<file path="src/include/avr_config.svh">
`ifndef AVR_CONFIG_SVH
`define AVR_CONFIG_SVH

// Register file geometry
`define AVR_NUM_REGS    32
`define AVR_REG_ADDR_W  5
`define AVR_DATA_W      8
`define AVR_WORD_W      16

// SREG bit positions
`define AVR_SREG_C  0
`define AVR_SREG_Z  1
`define AVR_SREG_N  2
`define AVR_SREG_V  3
`define AVR_SREG_S  4
`define AVR_SREG_H  5

`endif

</file>
<file path="src/logic/avr_pkg.sv">
`default_nettype none

package avr_pkg;

`include "avr_config.svh"

	typedef enum logic [4:0] {
		OP_NONE = 5'd0,
		OP_ADD,
		OP_ADC,
		OP_SUB,
		OP_SBC,
		OP_AND,
		OP_OR,
		OP_EOR,
		OP_SUBI,
		OP_ANDI,
		OP_ORI,
		OP_LDI,
		OP_INC,
		OP_DEC,
		OP_COM,
		OP_NEG,
		OP_LSR,
		OP_ROR,
		OP_SWAP,
		OP_ADIW,
		OP_SBIW,
		OP_MUL
	} alu_op_e;

	typedef struct packed {
		logic                       valid;
		alu_op_e                    op;
		logic                       is_word;    // ADIW, SBIW, MUL
		logic [`AVR_REG_ADDR_W-1:0] rd;
		logic [`AVR_REG_ADDR_W-1:0] rr;
		logic [`AVR_DATA_W-1:0]     imm;
	} decoded_t;

	typedef struct packed {
		logic [`AVR_WORD_W-1:0] result;
		logic [`AVR_DATA_W-1:0] sreg_next;
	} alu_out_t;

	typedef struct packed {
		logic                       we;
		logic                       pair;
		logic [`AVR_REG_ADDR_W-1:0] addr;
		logic [`AVR_WORD_W-1:0]     data;
	} reg_wr_t;

	typedef struct packed {
		logic                       valid;
		logic                       pair;
		logic [`AVR_REG_ADDR_W-1:0] addr;
		logic [`AVR_WORD_W-1:0]     data;
	} wb_t;

endpackage

`default_nettype wire

</file>
<file path="src/logic/op_decoder.sv">
`timescale 1ns/1ns
`default_nettype none

module op_decoder (
	input  wire              ALU_CLK,
	input  wire              hclk,
	input  wire              i_valid,
	input  wire [15:0]       i_opcode,
	output avr_pkg::decoded_t o_dec
);

	avr_pkg::decoded_t dec_next;

	always_comb
	begin
		dec_next = '0;
		dec_next.op = avr_pkg::OP_NONE;
		dec_next.rd = i_opcode[8:4];
		dec_next.rr = {i_opcode[9], i_opcode[3:0]};
		dec_next.imm = {i_opcode[11:8], i_opcode[3:0]};
		case (i_opcode[15:12])
			4'h0:
			begin
				if (i_opcode[11:10] == 2'b11)
					dec_next.op = avr_pkg::OP_ADD;
				else if (i_opcode[11:10] == 2'b10)
					dec_next.op = avr_pkg::OP_SBC;
			end
			4'h1:
			begin
				if (i_opcode[11:10] == 2'b11)
					dec_next.op = avr_pkg::OP_ADC;
				else if (i_opcode[11:10] == 2'b10)
					dec_next.op = avr_pkg::OP_SUB;
			end
			4'h2:
			begin
				case (i_opcode[11:10])
					2'b00: dec_next.op = avr_pkg::OP_AND;
					2'b01: dec_next.op = avr_pkg::OP_EOR;
					2'b10: dec_next.op = avr_pkg::OP_OR;
					default: dec_next.op = avr_pkg::OP_NONE;  // MOV not kept
				endcase
			end
			4'h5, 4'h6, 4'h7, 4'hE:
			begin
				dec_next.rd = {1'b1, i_opcode[7:4]};  // Upper half only
				case (i_opcode[15:12])
					4'h5: dec_next.op = avr_pkg::OP_SUBI;
					4'h6: dec_next.op = avr_pkg::OP_ORI;
					4'h7: dec_next.op = avr_pkg::OP_ANDI;
					default: dec_next.op = avr_pkg::OP_LDI;
				endcase
			end
			4'h9:
			begin
				if (i_opcode[11:10] == 2'b11)
				begin
					dec_next.op = avr_pkg::OP_MUL;
					dec_next.is_word = 1'b1;
				end
				else if (i_opcode[11:9] == 3'b011)
				begin
					// ADIW/SBIW on r24, r26, r28, r30
					dec_next.op = i_opcode[8] ? avr_pkg::OP_SBIW : avr_pkg::OP_ADIW;
					dec_next.is_word = 1'b1;
					dec_next.rd = {2'b11, i_opcode[5:4], 1'b0};
					dec_next.imm = {2'b00, i_opcode[7:6], i_opcode[3:0]};
				end
				else if (i_opcode[11:9] == 3'b010)
				begin
					case (i_opcode[3:0])
						4'h0: dec_next.op = avr_pkg::OP_COM;
						4'h1: dec_next.op = avr_pkg::OP_NEG;
						4'h2: dec_next.op = avr_pkg::OP_SWAP;
						4'h3: dec_next.op = avr_pkg::OP_INC;
						4'h6: dec_next.op = avr_pkg::OP_LSR;
						4'h7: dec_next.op = avr_pkg::OP_ROR;
						4'hA: dec_next.op = avr_pkg::OP_DEC;
						default: dec_next.op = avr_pkg::OP_NONE;
					endcase
				end
			end
			default: dec_next.op = avr_pkg::OP_NONE;
		endcase
		dec_next.valid = i_valid && (dec_next.op != avr_pkg::OP_NONE);
	end

	always_ff @(posedge ALU_CLK or posedge hclk)
	begin
		if (hclk)
			o_dec <= '0;
		else
			o_dec <= dec_next;
	end

	// A strobed ADIW/SBIW lands next cycle as an aligned pair op
	assert property (@(posedge ALU_CLK) disable iff (hclk)
		i_valid && (i_opcode[15:9] == 7'b1001011)
			|=> o_dec.valid && o_dec.is_word && !o_dec.rd[0]);

endmodule

`default_nettype wire

</file>
<file path="src/logic/reg_file.sv">
`timescale 1ns/1ns
`default_nettype none

`include "avr_config.svh"

module reg_file (
	input  wire                        ALU_CLK,
	input  wire                        hclk,
	input  wire [`AVR_REG_ADDR_W-1:0]  i_rd_addr,
	input  wire [`AVR_REG_ADDR_W-1:0]  i_rr_addr,
	input  avr_pkg::reg_wr_t           i_wr,
	output logic [`AVR_DATA_W-1:0]     o_rd_data,
	output logic [`AVR_DATA_W-1:0]     o_rr_data,
	output logic [`AVR_WORD_W-1:0]     o_pair_data
);

	logic [`AVR_DATA_W-1:0] regs [0:`AVR_NUM_REGS-1];

	assign o_rd_data = regs[i_rd_addr];
	assign o_rr_data = regs[i_rr_addr];
	assign o_pair_data = {regs[{i_rd_addr[4:1], 1'b1}], regs[{i_rd_addr[4:1], 1'b0}]};

	always_ff @(posedge ALU_CLK or posedge hclk)
	begin
		if (hclk)
		begin
			for (int i = 0; i < `AVR_NUM_REGS; i++)
				regs[i] <= '0;
		end
		else if (i_wr.we)
		begin
			if (i_wr.pair)
			begin
				regs[{i_wr.addr[4:1], 1'b0}] <= i_wr.data[7:0];
				regs[{i_wr.addr[4:1], 1'b1}] <= i_wr.data[15:8];  // High byte
			end
			else
				regs[i_wr.addr] <= i_wr.data[7:0];
		end
	end

	// Pair writes come from the merge stage already aligned
	assert property (@(posedge ALU_CLK) disable iff (hclk)
		i_wr.we && i_wr.pair |-> !i_wr.addr[0]);

endmodule

`default_nettype wire

</file>
<file path="src/logic/byte_alu.sv">
`timescale 1ns/1ns
`default_nettype none

`include "avr_config.svh"

module byte_alu (
	input  avr_pkg::decoded_t          i_dec,
	input  wire [`AVR_DATA_W-1:0]      i_rd_data,
	input  wire [`AVR_DATA_W-1:0]      i_rr_data,
	input  wire [`AVR_DATA_W-1:0]      i_sreg,
	output avr_pkg::alu_out_t          o_out
);

	logic [`AVR_DATA_W-1:0] op_a;
	logic [`AVR_DATA_W-1:0] op_b;
	logic                   cin;
	logic                   is_sub;
	logic [`AVR_DATA_W:0]   arith;
	logic [`AVR_DATA_W-1:0] r;
	logic                   h_arith;
	logic                   v_arith;
	logic [`AVR_DATA_W-1:0] res;
	logic [`AVR_DATA_W-1:0] flags;
	logic                   set_nzs;
	logic                   z_keep;

	always_comb
	begin
		op_a = i_rd_data;
		op_b = i_rr_data;
		cin = 1'b0;
		is_sub = 1'b0;
		case (i_dec.op)
			avr_pkg::OP_ADC: cin = i_sreg[`AVR_SREG_C];
			avr_pkg::OP_SUB: is_sub = 1'b1;
			avr_pkg::OP_SBC:
			begin
				is_sub = 1'b1;
				cin = i_sreg[`AVR_SREG_C];
			end
			avr_pkg::OP_SUBI, avr_pkg::OP_ANDI, avr_pkg::OP_ORI:
			begin
				is_sub = (i_dec.op == avr_pkg::OP_SUBI);
				op_b = i_dec.imm;
			end
			avr_pkg::OP_NEG:
			begin
				// 0 - Rd through the subtractor
				op_a = '0;
				op_b = i_rd_data;
				is_sub = 1'b1;
			end
			default: cin = 1'b0;
		endcase
	end

	assign arith = is_sub ? {1'b0, op_a} - {1'b0, op_b} - 9'(cin)
		: {1'b0, op_a} + {1'b0, op_b} + 9'(cin);
	assign r = arith[7:0];

	// Carries out of bit 3 and bit 7
	assign h_arith = is_sub
		? ((~op_a[3] & op_b[3]) | (op_b[3] & r[3]) | (r[3] & ~op_a[3]))
		: ((op_a[3] & op_b[3]) | (op_b[3] & ~r[3]) | (~r[3] & op_a[3]));
	assign v_arith = is_sub
		? ((op_a[7] & ~op_b[7] & ~r[7]) | (~op_a[7] & op_b[7] & r[7]))
		: ((op_a[7] & op_b[7] & ~r[7]) | (~op_a[7] & ~op_b[7] & r[7]));

	always_comb
	begin
		res = i_rd_data;
		flags = i_sreg;
		set_nzs = 1'b1;
		z_keep = 1'b1;
		case (i_dec.op)
			avr_pkg::OP_ADD, avr_pkg::OP_ADC, avr_pkg::OP_SUB, avr_pkg::OP_SBC,
			avr_pkg::OP_SUBI, avr_pkg::OP_NEG:
			begin
				res = r;
				flags[`AVR_SREG_C] = arith[8];  // Borrow on subtract
				flags[`AVR_SREG_H] = h_arith;
				flags[`AVR_SREG_V] = v_arith;
				if (i_dec.op == avr_pkg::OP_SBC)
					z_keep = i_sreg[`AVR_SREG_Z];  // Sticky Z across chains
			end
			avr_pkg::OP_AND, avr_pkg::OP_ANDI:
			begin
				res = i_rd_data & op_b;
				flags[`AVR_SREG_V] = 1'b0;
			end
			avr_pkg::OP_OR, avr_pkg::OP_ORI:
			begin
				res = i_rd_data | op_b;
				flags[`AVR_SREG_V] = 1'b0;
			end
			avr_pkg::OP_EOR:
			begin
				res = i_rd_data ^ op_b;
				flags[`AVR_SREG_V] = 1'b0;
			end
			avr_pkg::OP_INC:
			begin
				res = i_rd_data + 8'd1;
				flags[`AVR_SREG_V] = (res == 8'h80);
			end
			avr_pkg::OP_DEC:
			begin
				res = i_rd_data - 8'd1;
				flags[`AVR_SREG_V] = (res == 8'h7F);
			end
			avr_pkg::OP_COM:
			begin
				res = ~i_rd_data;
				flags[`AVR_SREG_V] = 1'b0;
				flags[`AVR_SREG_C] = 1'b1;
			end
			avr_pkg::OP_LSR, avr_pkg::OP_ROR:
			begin
				res = {(i_dec.op == avr_pkg::OP_ROR) & i_sreg[`AVR_SREG_C], i_rd_data[7:1]};
				flags[`AVR_SREG_C] = i_rd_data[0];
				flags[`AVR_SREG_V] = res[7] ^ i_rd_data[0];  // N xor C
			end
			avr_pkg::OP_LDI:
			begin
				res = i_dec.imm;
				set_nzs = 1'b0;
			end
			avr_pkg::OP_SWAP:
			begin
				res = {i_rd_data[3:0], i_rd_data[7:4]};
				set_nzs = 1'b0;
			end
			default: set_nzs = 1'b0;
		endcase
		if (set_nzs)
		begin
			flags[`AVR_SREG_N] = res[7];
			flags[`AVR_SREG_Z] = (res == '0) & z_keep;
			flags[`AVR_SREG_S] = res[7] ^ flags[`AVR_SREG_V];
		end
	end

	assign o_out = '{result: {{(`AVR_WORD_W-`AVR_DATA_W){1'b0}}, res}, sreg_next: flags};

endmodule

`default_nettype wire

</file>
<file path="src/logic/word_alu.sv">
`timescale 1ns/1ns
`default_nettype none

`include "avr_config.svh"

module word_alu (
	input  avr_pkg::decoded_t          i_dec,
	input  wire [`AVR_WORD_W-1:0]      i_pair_data,
	input  wire [`AVR_DATA_W-1:0]      i_rd_data,
	input  wire [`AVR_DATA_W-1:0]      i_rr_data,
	input  wire [`AVR_DATA_W-1:0]      i_sreg,
	output avr_pkg::alu_out_t          o_out
);

	logic [`AVR_WORD_W-1:0] res;
	logic [`AVR_DATA_W-1:0] flags;
	logic                   hi7;

	assign hi7 = i_pair_data[15];  // Rdh bit 7 before the op

	always_comb
	begin
		res = i_pair_data;
		flags = i_sreg;
		case (i_dec.op)
			avr_pkg::OP_ADIW, avr_pkg::OP_SBIW:
			begin
				if (i_dec.op == avr_pkg::OP_ADIW)
				begin
					res = i_pair_data + {8'h00, i_dec.imm};
					flags[`AVR_SREG_V] = ~hi7 & res[15];
					flags[`AVR_SREG_C] = hi7 & ~res[15];
				end
				else
				begin
					res = i_pair_data - {8'h00, i_dec.imm};
					flags[`AVR_SREG_V] = hi7 & ~res[15];
					flags[`AVR_SREG_C] = ~hi7 & res[15];
				end
				flags[`AVR_SREG_N] = res[15];
				flags[`AVR_SREG_Z] = (res == '0);
				flags[`AVR_SREG_S] = res[15] ^ flags[`AVR_SREG_V];
			end
			avr_pkg::OP_MUL:
			begin
				res = 16'(i_rd_data) * 16'(i_rr_data);  // Unsigned only
				flags[`AVR_SREG_C] = res[15];
				flags[`AVR_SREG_Z] = (res == '0);
			end
			default: res = i_pair_data;
		endcase
	end

	assign o_out = '{result: res, sreg_next: flags};

endmodule

`default_nettype wire

</file>
<file path="src/logic/result_merge.sv">
`timescale 1ns/1ns
`default_nettype none

`include "avr_config.svh"

module result_merge (
	input  wire                        ALU_CLK,
	input  wire                        hclk,
	input  avr_pkg::decoded_t          i_dec,
	input  avr_pkg::alu_out_t          i_byte_out,
	input  avr_pkg::alu_out_t          i_word_out,
	output avr_pkg::reg_wr_t           o_wr,
	output logic [`AVR_DATA_W-1:0]     o_sreg,
	output avr_pkg::wb_t               o_wb
);

	avr_pkg::alu_out_t sel;

	assign sel = i_dec.is_word ? i_word_out : i_byte_out;

	always_comb
	begin
		o_wr.we = i_dec.valid;
		o_wr.pair = i_dec.is_word;
		// MUL always lands in r1:r0
		o_wr.addr = (i_dec.op == avr_pkg::OP_MUL) ? '0 : i_dec.rd;
		o_wr.data = sel.result;
	end

	always_ff @(posedge ALU_CLK or posedge hclk)
	begin
		if (hclk)
		begin
			o_sreg <= '0;
			o_wb <= '0;
		end
		else
		begin
			if (i_dec.valid)
				o_sreg <= sel.sreg_next;
			o_wb.valid <= o_wr.we;
			o_wb.pair <= o_wr.pair;
			o_wb.addr <= o_wr.addr;
			o_wb.data <= o_wr.data;
		end
	end

	// No report without a decoded record the cycle before
	assert property (@(posedge ALU_CLK) disable iff (hclk)
		!i_dec.valid |=> !o_wb.valid);

endmodule

`default_nettype wire

</file>
<file path="src/logic/avr_exec_core.sv">
`timescale 1ns/1ns
`default_nettype none

module avr_exec_core (
	input  wire          ALU_CLK,
	input  wire          hclk,
	input  wire          i_valid,
	input  wire [15:0]   i_opcode,
	output avr_pkg::wb_t o_wb,
	output logic [7:0]   o_sreg
);

	avr_pkg::decoded_t dec;
	avr_pkg::alu_out_t byte_out;
	avr_pkg::alu_out_t word_out;
	avr_pkg::reg_wr_t  wr;
	logic [7:0]        rd_data;
	logic [7:0]        rr_data;
	logic [15:0]       pair_data;

	op_decoder op_decoder_inst (
		.ALU_CLK(ALU_CLK), .hclk(hclk), .i_valid(i_valid), .i_opcode(i_opcode), .o_dec(dec)
	);

	reg_file reg_file_inst (
		.ALU_CLK(ALU_CLK), .hclk(hclk), .i_rd_addr(dec.rd), .i_rr_addr(dec.rr), .i_wr(wr),
		.o_rd_data(rd_data), .o_rr_data(rr_data), .o_pair_data(pair_data)
	);

	byte_alu byte_alu_inst (
		.i_dec(dec), .i_rd_data(rd_data), .i_rr_data(rr_data), .i_sreg(o_sreg), .o_out(byte_out)
	);

	word_alu word_alu_inst (
		.i_dec(dec), .i_pair_data(pair_data), .i_rd_data(rd_data), .i_rr_data(rr_data),
		.i_sreg(o_sreg), .o_out(word_out)
	);

	result_merge result_merge_inst (
		.ALU_CLK(ALU_CLK), .hclk(hclk), .i_dec(dec), .i_byte_out(byte_out),
		.i_word_out(word_out), .o_wr(wr), .o_sreg(o_sreg), .o_wb(o_wb)
	);

endmodule

`default_nettype wire

</file>
<file path="config.mk">
export PLATFORM = sky130hd
export DESIGN_NAME = avr_exec_core
export DESIGN_NICKNAME = d
export VERILOG_FILES = /design/src/logic/avr_pkg.sv /design/src/logic/op_decoder.sv /design/src/logic/reg_file.sv /design/src/logic/byte_alu.sv /design/src/logic/word_alu.sv /design/src/logic/result_merge.sv /design/src/logic/avr_exec_core.sv
export VERILOG_INCLUDE_DIRS = /design/src /design/src/include
export SDC_FILE = /design/constraint.sdc
export NUM_CORES = 1
export LEC_CHECK = 0
export BUFFER_PORTS_ARGS = -buffer_cell sky130_fd_sc_hd__buf_2
export CAP_MARGIN = 20
export CORE_ASPECT_RATIO = 1.2
export CORE_MARGIN = 2
export CORE_UTILIZATION = 60
export CTS_CLUSTER_DIAMETER = 60
export DETAILED_ROUTE_END_ITERATION = 6
export PLACE_DENSITY_LB_ADDON = 0.15
export REMOVE_ABC_BUFFERS = 1
export SYNTH_ARGS = -nofsm -noshare
export SYNTH_HDL_FRONTEND = slang
export SYNTH_SLANG_ARGS = --single-unit
</file>
<file path="constraint.sdc">
create_clock -name ALU_CLK -period 11.6 [get_ports ALU_CLK]
set_input_delay 1.16 -clock ALU_CLK [delete_from_list [all_inputs] [get_ports ALU_CLK]]
set_output_delay 1.16 -clock ALU_CLK [all_outputs]
set_load 0.02 [all_outputs]
</file>
* After elaboration in Yosys (flattened, before gate mapping)
Cells that the tools add are included.
Operators by class: reduce and logical (&&, ||, !) cells 29, $lt $le $gt $ge 10, mux-type cells 67, bitwise operators 49, equality and inequality tests 43, add/sub/neg operators 8, multiply operators 1
Operators with widths (count):
- $bwmux 256 | 3
- $mux 256 | 1
- $bmux 8 s5 | 4
- $demux 8 s5 | 3
- $mux 8 | 15
- $pmux 8 s10 | 1
- $ge 6x6->1 const B | 7
- $not 5->6 | 7
- $eq 5x4->1 const B | 8
- $pmux 5 s7 | 1
- $logic_not 16->1 | 2
- $mux 16 | 2
- $pmux 16 s2 | 1
- $eq 5x5->1 const B | 6
- $mux 5 | 6
- $pmux 5 s5 | 1
- $mux 24 | 1
- $and 1x1->1 | 20
- $eq 4x3->1 const B | 5
- $eq 5x3->1 const B | 4
- $lt 6x1->1 const B | 3
- $add 16x8->16 | 1
- $mul 8x8->16 | 1
- $pmux 8 s2 | 1
- 52 further kinds | 103
Storage, ports and cells: output and inout bits 31, register bits 310

* Depth between registers and ports, before layout
word-level depth 19, gate-level depth with buffers 32, gate-level depth less buffers 25

* Modules after synthesis
Synthesis repeated with hierarchy kept, for this count alone.
Unflattened totals: cell total of the unflattened synthesis 2440, area, all modules 24693.7 um2
Modules (own cells, without submodules):
- reg_file | times used 1, area an instance 15013.1 um2, cells an instance 1259
- word_alu | times used 1, area an instance 4058.9 um2, cells an instance 540
- byte_alu | times used 1, area an instance 3098.0 um2, cells an instance 439
- result_merge | times used 1, area an instance 1393.8 um2, cells an instance 102
- op_decoder | times used 1, area an instance 1129.8 um2, cells an instance 100

* Least setup slack after synthesis
OpenSTA, ideal clock, no wires.
path type flip-flop to flip-flop, from register op_decoder_inst.o_dec[9] in the netlist's numbering, to register result_merge_inst.o_sreg[1], period minus slack after synthesis 7.692 ns, arrival time 7.588 ns, path slack 3.908 ns, stages on the path, launching flop included 28, setup time 0.103 ns, path buffers 4, path through dfrtp_1 buf_1 buf_1 clkbuf_1 clkbuf_1 mux4_2 mux4_2 mux2i_1 nor2_1 fa_1 inv_1 fa_1 inv_1 fa_1 inv_1 fa_1 inv_1 ha_1 inv_1 o21bai_1 a21oi_1 xnor2_1 or4_1 or4_1 or4_1 nor2_1 nor3_1 o41ai_2
On the way: word-level cells in the longest chain between the ends 13
Ends and longest elaborated chain:
- start, declared | RTL line op_decoder.sv:9 | output avr_pkg::decoded_t o_dec
- start signal, assigned | RTL line op_decoder.sv:94 | o_dec <= dec_next;
- $not 5->6 (not written as such) (*) | RTL line reg_file.sv:20 | assign o_rr_data = regs[i_rr_addr];
- $bmux 8 s5 (*) | RTL line reg_file.sv:20
- $mux 8 (not written as such) (*) (2 in a row) | RTL line reg_file.sv:20
- $pmux 8 s2 | RTL line byte_alu.sv:33 | case (i_dec.op)
- $add 8x8->9 or $sub 8x8->9 (tied branches) | RTL line byte_alu.sv:58, byte_alu.sv:57
- $add 9x1->9 or $sub 9x1->9 (tied branches) | RTL line byte_alu.sv:58, byte_alu.sv:57
- $mux 9 | RTL line byte_alu.sv:57 | assign arith = is_sub ? {1'b0, op_a} - {1'b0, op_b} - 9'(cin)
- $pmux 8 s10 | RTL line byte_alu.sv:75 | case (i_dec.op)
- $logic_not 8->1 | RTL line byte_alu.sv:138 | flags[`AVR_SREG_Z] = (res == '0) & z_keep;
- $and 1x1->1 | RTL line byte_alu.sv:138
- $mux 2 | RTL line byte_alu.sv:135 | if (set_nzs)
- $mux 24 (*) | RTL line result_merge.sv:19 | assign sel = i_dec.is_word ? i_word_out : i_byte_out;
- end signal, assigned | RTL line result_merge.sv:40 | o_sreg <= sel.sreg_next;
- end, declared | RTL line result_merge.sv:13 | output logic [`AVR_DATA_W-1:0] o_sreg,
Mark *: on every way between the ends. The rest lies on a longest branch, timed or not. The select of a mux whose other input is x is not followed. A chain may end at the register's enable or synchronous reset.

* Worst setup path after layout
from register op_decoder_inst.o_dec[8] in the netlist's numbering, to register reg_file_inst.regs[103] in the netlist's numbering
On the way: word-level cells in the longest chain between the ends 13
Ends and longest elaborated chain:
- $not 5->6 (not written as such) (*) | RTL line reg_file.sv:20
- $bmux 8 s5 (*) | RTL line reg_file.sv:20
- $mux 8 (not written as such) (*) (2 in a row) | RTL line reg_file.sv:20
- $pmux 8 s2 | RTL line byte_alu.sv:33
- $add 8x8->9 or $sub 8x8->9 (tied branches) | RTL line byte_alu.sv:58, byte_alu.sv:57
- $add 9x1->9 or $sub 9x1->9 (tied branches) | RTL line byte_alu.sv:58, byte_alu.sv:57
- $mux 9 | RTL line byte_alu.sv:57
- $pmux 8 s10 | RTL line byte_alu.sv:75
- $mux 24 (*) | RTL line result_merge.sv:19
- $bwmux 256 | RTL line reg_file.sv:34 | regs[{i_wr.addr[4:1], 1'b0}] <= i_wr.data[7:0];
- $bwmux 256 | RTL line reg_file.sv:35 | regs[{i_wr.addr[4:1], 1'b1}] <= i_wr.data[15:8];
- $mux 256 (*) | RTL line reg_file.sv:32 | if (i_wr.pair)
- end signal, assigned by index | RTL line reg_file.sv:34
- end signal, assigned by index | RTL line reg_file.sv:35
- end signal, assigned by index | RTL line reg_file.sv:38 | regs[i_wr.addr] <= i_wr.data[7:0];
- end, declared | RTL line reg_file.sv:17 | logic [`AVR_DATA_W-1:0] regs [0:`AVR_NUM_REGS-1];
Marked as above.

==> results by group <==
Worst setup path
  – Required time worst endpoint: 12.08 ns
  – Worst Path Max Fanout: 39
  – RR Endpoint: reg_file_inst.regs[103]
  – R2R depth: 24
  – CP top delay family: adder cells
  – Kind of critical path: reg -> reg
  – Crit-path cells: buf_4, mux4_2, mux4_2, mux2i_1, nor2_1, fa_1, inv_1, fa_1, inv_1, fa_1, inv_1, fa_1, inv_1, ha_1, inv_1, o21bai_1, a21oi_1, o21ai_0, a31o_2, a31oi_1, xnor2_1, a221o_1, nand2_1, o221ai_1
  – CP Data Arrival Time: 9.25 ns
  – Worst setup SP type: register
  – Worst R2R Setup Slack: 2.82 ns
  – Critical Path Max Stage Delay: 0.94 ns
  – Critical-path top delay cell: dfrtp_4
  – Setup crit end kind: register
  – CP dominant cell by count: inv_1
  – Worst reg2reg path startpoint: op_decoder_inst.o_dec[8]
  – Buffers and inverters on the worst path: 6

Synthesis
  – Dominant register cell in the synthesized netlist: dfrtp_1
  – Post-synthesis sequential area ratio: 30.50%
  – Post-Syn Area: 25110 um^2
  – Synthesized flop and latch total: 306
  – Post-synth EDFFs: 0
  – Asr flop ratio synth: 100.0%
  – Cells after Synth: 2534
  – Netlist cell types: 108
  – Mean Syn Cell Area: 9.909 um^2
  – YS warnings: 0

Floorplanning
  – Die area: 43510 um^2
  – I/O pins: 50
  – Vert. Die Dim: 228.1 um
  – Core area: 41550 um^2
  – # rows: 82
  – Starting density of the core: 60.43%
  – Chip width: about 190 um

Layout
  – Non-Filler Instances: 3061
  – Area growth, synth to finish: 6.642%
  – Fin nets: 2655
  – Share of cells above drive strength 1: 17.30%
  – Most common cell after layout, fill and taps aside: dfrtp_1
  – N_diodes: 0
  – Most frequent cells in the layout: dfrtp_1 (298), nand2_1 (247), nor2_1 (214), mux4_2 (179), inv_1 (124)

Power and ir drop
  – Internal: ~2600 uW
  – Reg power frac: 34.3%
  – Comb pwr share: 40.2%
  – Clock power share: about a quarter
  – P_sw: roughly 1800 uW
  – Pwr/cell area: 166.0 nW/um^2
  – Net Sw Frac: 41.24%
  – Maximum VDD drop: between 0.15 and 0.2 mV
  – Leakage: 0.01164 uW

Clock network
  – # hold bufs at CTS: 0
  – Post-CTS sizing: 0
  – Root buf cell: clkbuf_16
  – Postcts setup bufs: 0
  – Num Clock Sinks: between 300 and 400
  – Clock transition at path regs: 0.07 ns
  – Latest clock arrival within the worst-skew pair: 0.58 ns
  – CTS tree: yes
  – H-tree lvl count: 2
  – Total CTS buffers: 36
  – Longest Clk Path Bufs: 3

Placement
  – RD Place Congestion: 1.031
  – Hpwl dp: slightly above 70 mm
  – DP Cell Count: 2996
  – PortBufs: 47

Drt
  – Vias per cell: 7.742
  – Drt drc: 8
  – DR WL/cell: about 34 um
  – Routed Antenna Nets: 0
  – Total Wirelength: 103.9 mm
  – Starting DRC count in detailed routing: 3495
  – Vias post-DR: 23700
  – DR pass1 iterations: 7

Timing
  – Max Fclk: 114.0 MHz
  – Minimum hold slack: 0.5027 ns
  – Final period util: 75.65%
  – RSZ-0062 raised after global routing: false
  – Slew Viols, Final: 0
  – Worst Skew: ~0.034 ns
  – Final setup vio count: 0
  – TNS Setup: 0 ns
  – Fin crit period: 8.776 ns
  – Hold Fails Final Rpt: 0
  – Slew HR: about 18%
  – Worst slew pin tran: between 1 and 1.5 ns

Hold path
  – Hold Path End: result_merge_inst.o_sreg[2]
  – Hold wc startpoint: result_merge_inst.o_sreg[2]
  – Class of the worst hold path: reg -> reg
  – WHS Path Cells: 1

Global routing
  – Initial antenna violation count: 5
  – Residual overflow from global routing: 0
  – Global-route wire length before repair: around 150 mm
  – Largest net degree at the start of global routing: 158
  – All-Layer GR Usage: 48.48%
  – Vias in the first global route: between 20000 and 25000

Outcome
  – Failing checks: DRC
  – Status: finished with violations

Run
  – Max_cap viols: 0
## power by group through the flow
stage | clock network (uW) | registers, uW | logic (uW)
2_1_floorplan | 0 | 1450 | 1150
6_report | 1130 | 1530 | 1790
4_1_cts | 1130 | 1500 | 1710
3_5_place_dp | 0 | 1520 | 1690
3_3_place_gp | 0 | 1510 | 1670
5_1_grt | 1170 | 1540 | 1890
## flip-flops by register name (all words and copies together) (netlist names)
name	cells
op_decoder_inst.o_dec	21
result_merge_inst.o_sreg	6
reg_file_inst.regs	256
result_merge_inst.o_wb	23
## cell type report
type / instances / area (um^2)
Fill cell: 3416 / 14780
Inverter: 136 / 518.0
Multi-Input combinational cell: 1900 / 15990
Clock buffer: 49 / 1041
Tap cell: 546 / 683.2
Sequential cell: 306 / 7682
Timing Repair Buffer: 112 / 754.5
Clock inverter: 12 / 107.6
## worst register-to-register path, cell delays in order, from the launching register on
cell and delay [ns]:
dfrtp_4 0.94, buf_4 0.68, mux4_2 0.61, mux4_2 0.51, mux2i_1 0.81, nor2_1 0.15
fa_1 0.54, inv_1 0.05, fa_1 0.53, inv_1 0.05, fa_1 0.48, inv_1 0.05
fa_1 0.47, inv_1 0.05, ha_1 0.33, inv_1 0.06, o21bai_1 0.16, a21oi_1 0.12
o21ai_0 0.37, a31o_2 0.26, a31oi_1 0.10, xnor2_1 0.29, a221o_1 0.44, nand2_1 0.32
o221ai_1 0.31
## per-layer routing
| layer | up-vias | share of wire (%) | track usage (%) |
|---|---|---|---|
| met1 | 11530 | 32 | 56.98 |
| met5 | - | 0.044 | 0 |
| met2 | 2052 | 44 | 71.40 |
| met3 | 612 | 14 | 17.18 |
| met4 | 6 | 10 | 39.34 |
| li1 | 9501 | - | - |
## Yosys cell counts, types with 30 or more instances
cell type	n	area share, %
dfrtp_1	306	30
nand2_1	247	3.7
nor2_1	215	3.2
mux4_2	179	16
inv_1	125	1.9
o22ai_1	121	3.0
a21oi_1	112	2.2
clkbuf_1	112	1.7
a22o_1	110	3.8
ha_1	102	5.1
o21ai_0	97	1.9
mux2i_1	82	3.3
nor3_1	57	1.1
nand3_1	48	0.96
fa_1	42	3.3
a31oi_1	39	0.97
o221ai_1	30	1.0
## cell families after synthesis
family	after synthesis	share of synthesized area (%)
xor+xnor	37	1.291
mux	275	20.06
compound gates	722	20.39
fa+ha+maj	144	8.431
flops	306	30.50
buf+inv	329	6.049
other cells	1	0.01493
simple gates	720	13.27
## how the worst max path moves through the flow
| stage | startpoint | to | slack [ns] | cells after the start |
|---|---|---|---|---|
| 2_1_floorplan | op_decoder_inst.o_dec[14] | reg_file_inst.regs[228] | 1.48 | 20 |
| 3_3_place_gp | op_decoder_inst.o_dec[8] | reg_file_inst.regs[114] | 3.17 | 21 |
| 3_5_place_dp | op_decoder_inst.o_dec[8] | reg_file_inst.regs[134] | 2.96 | 21 |
| 4_1_cts | op_decoder_inst.o_dec[8] | reg_file_inst.regs[114] | 2.95 | 21 |
| 5_1_grt | op_decoder_inst.o_dec[8] | reg_file_inst.regs[18] | 2.44 | 21 |
| 6_report | op_decoder_inst.o_dec[8] | reg_file_inst.regs[103] | 2.82 | 24 |
## per-stage QoR
step	worst slack (ns)	instance area [um^2]	power, uW	util, %
after floorplan	1.478	24100	2609	-
after global placement	3.167	25590	3182	61.59
after detailed placement	2.963	25590	3216	61.59
after CTS	2.951	26740	4342	64.35
after global routing	2.435	26780	4601	64.44
final	2.824	26780	4444	64.44
Note: power is estimated with default switching activity, not from simulation.
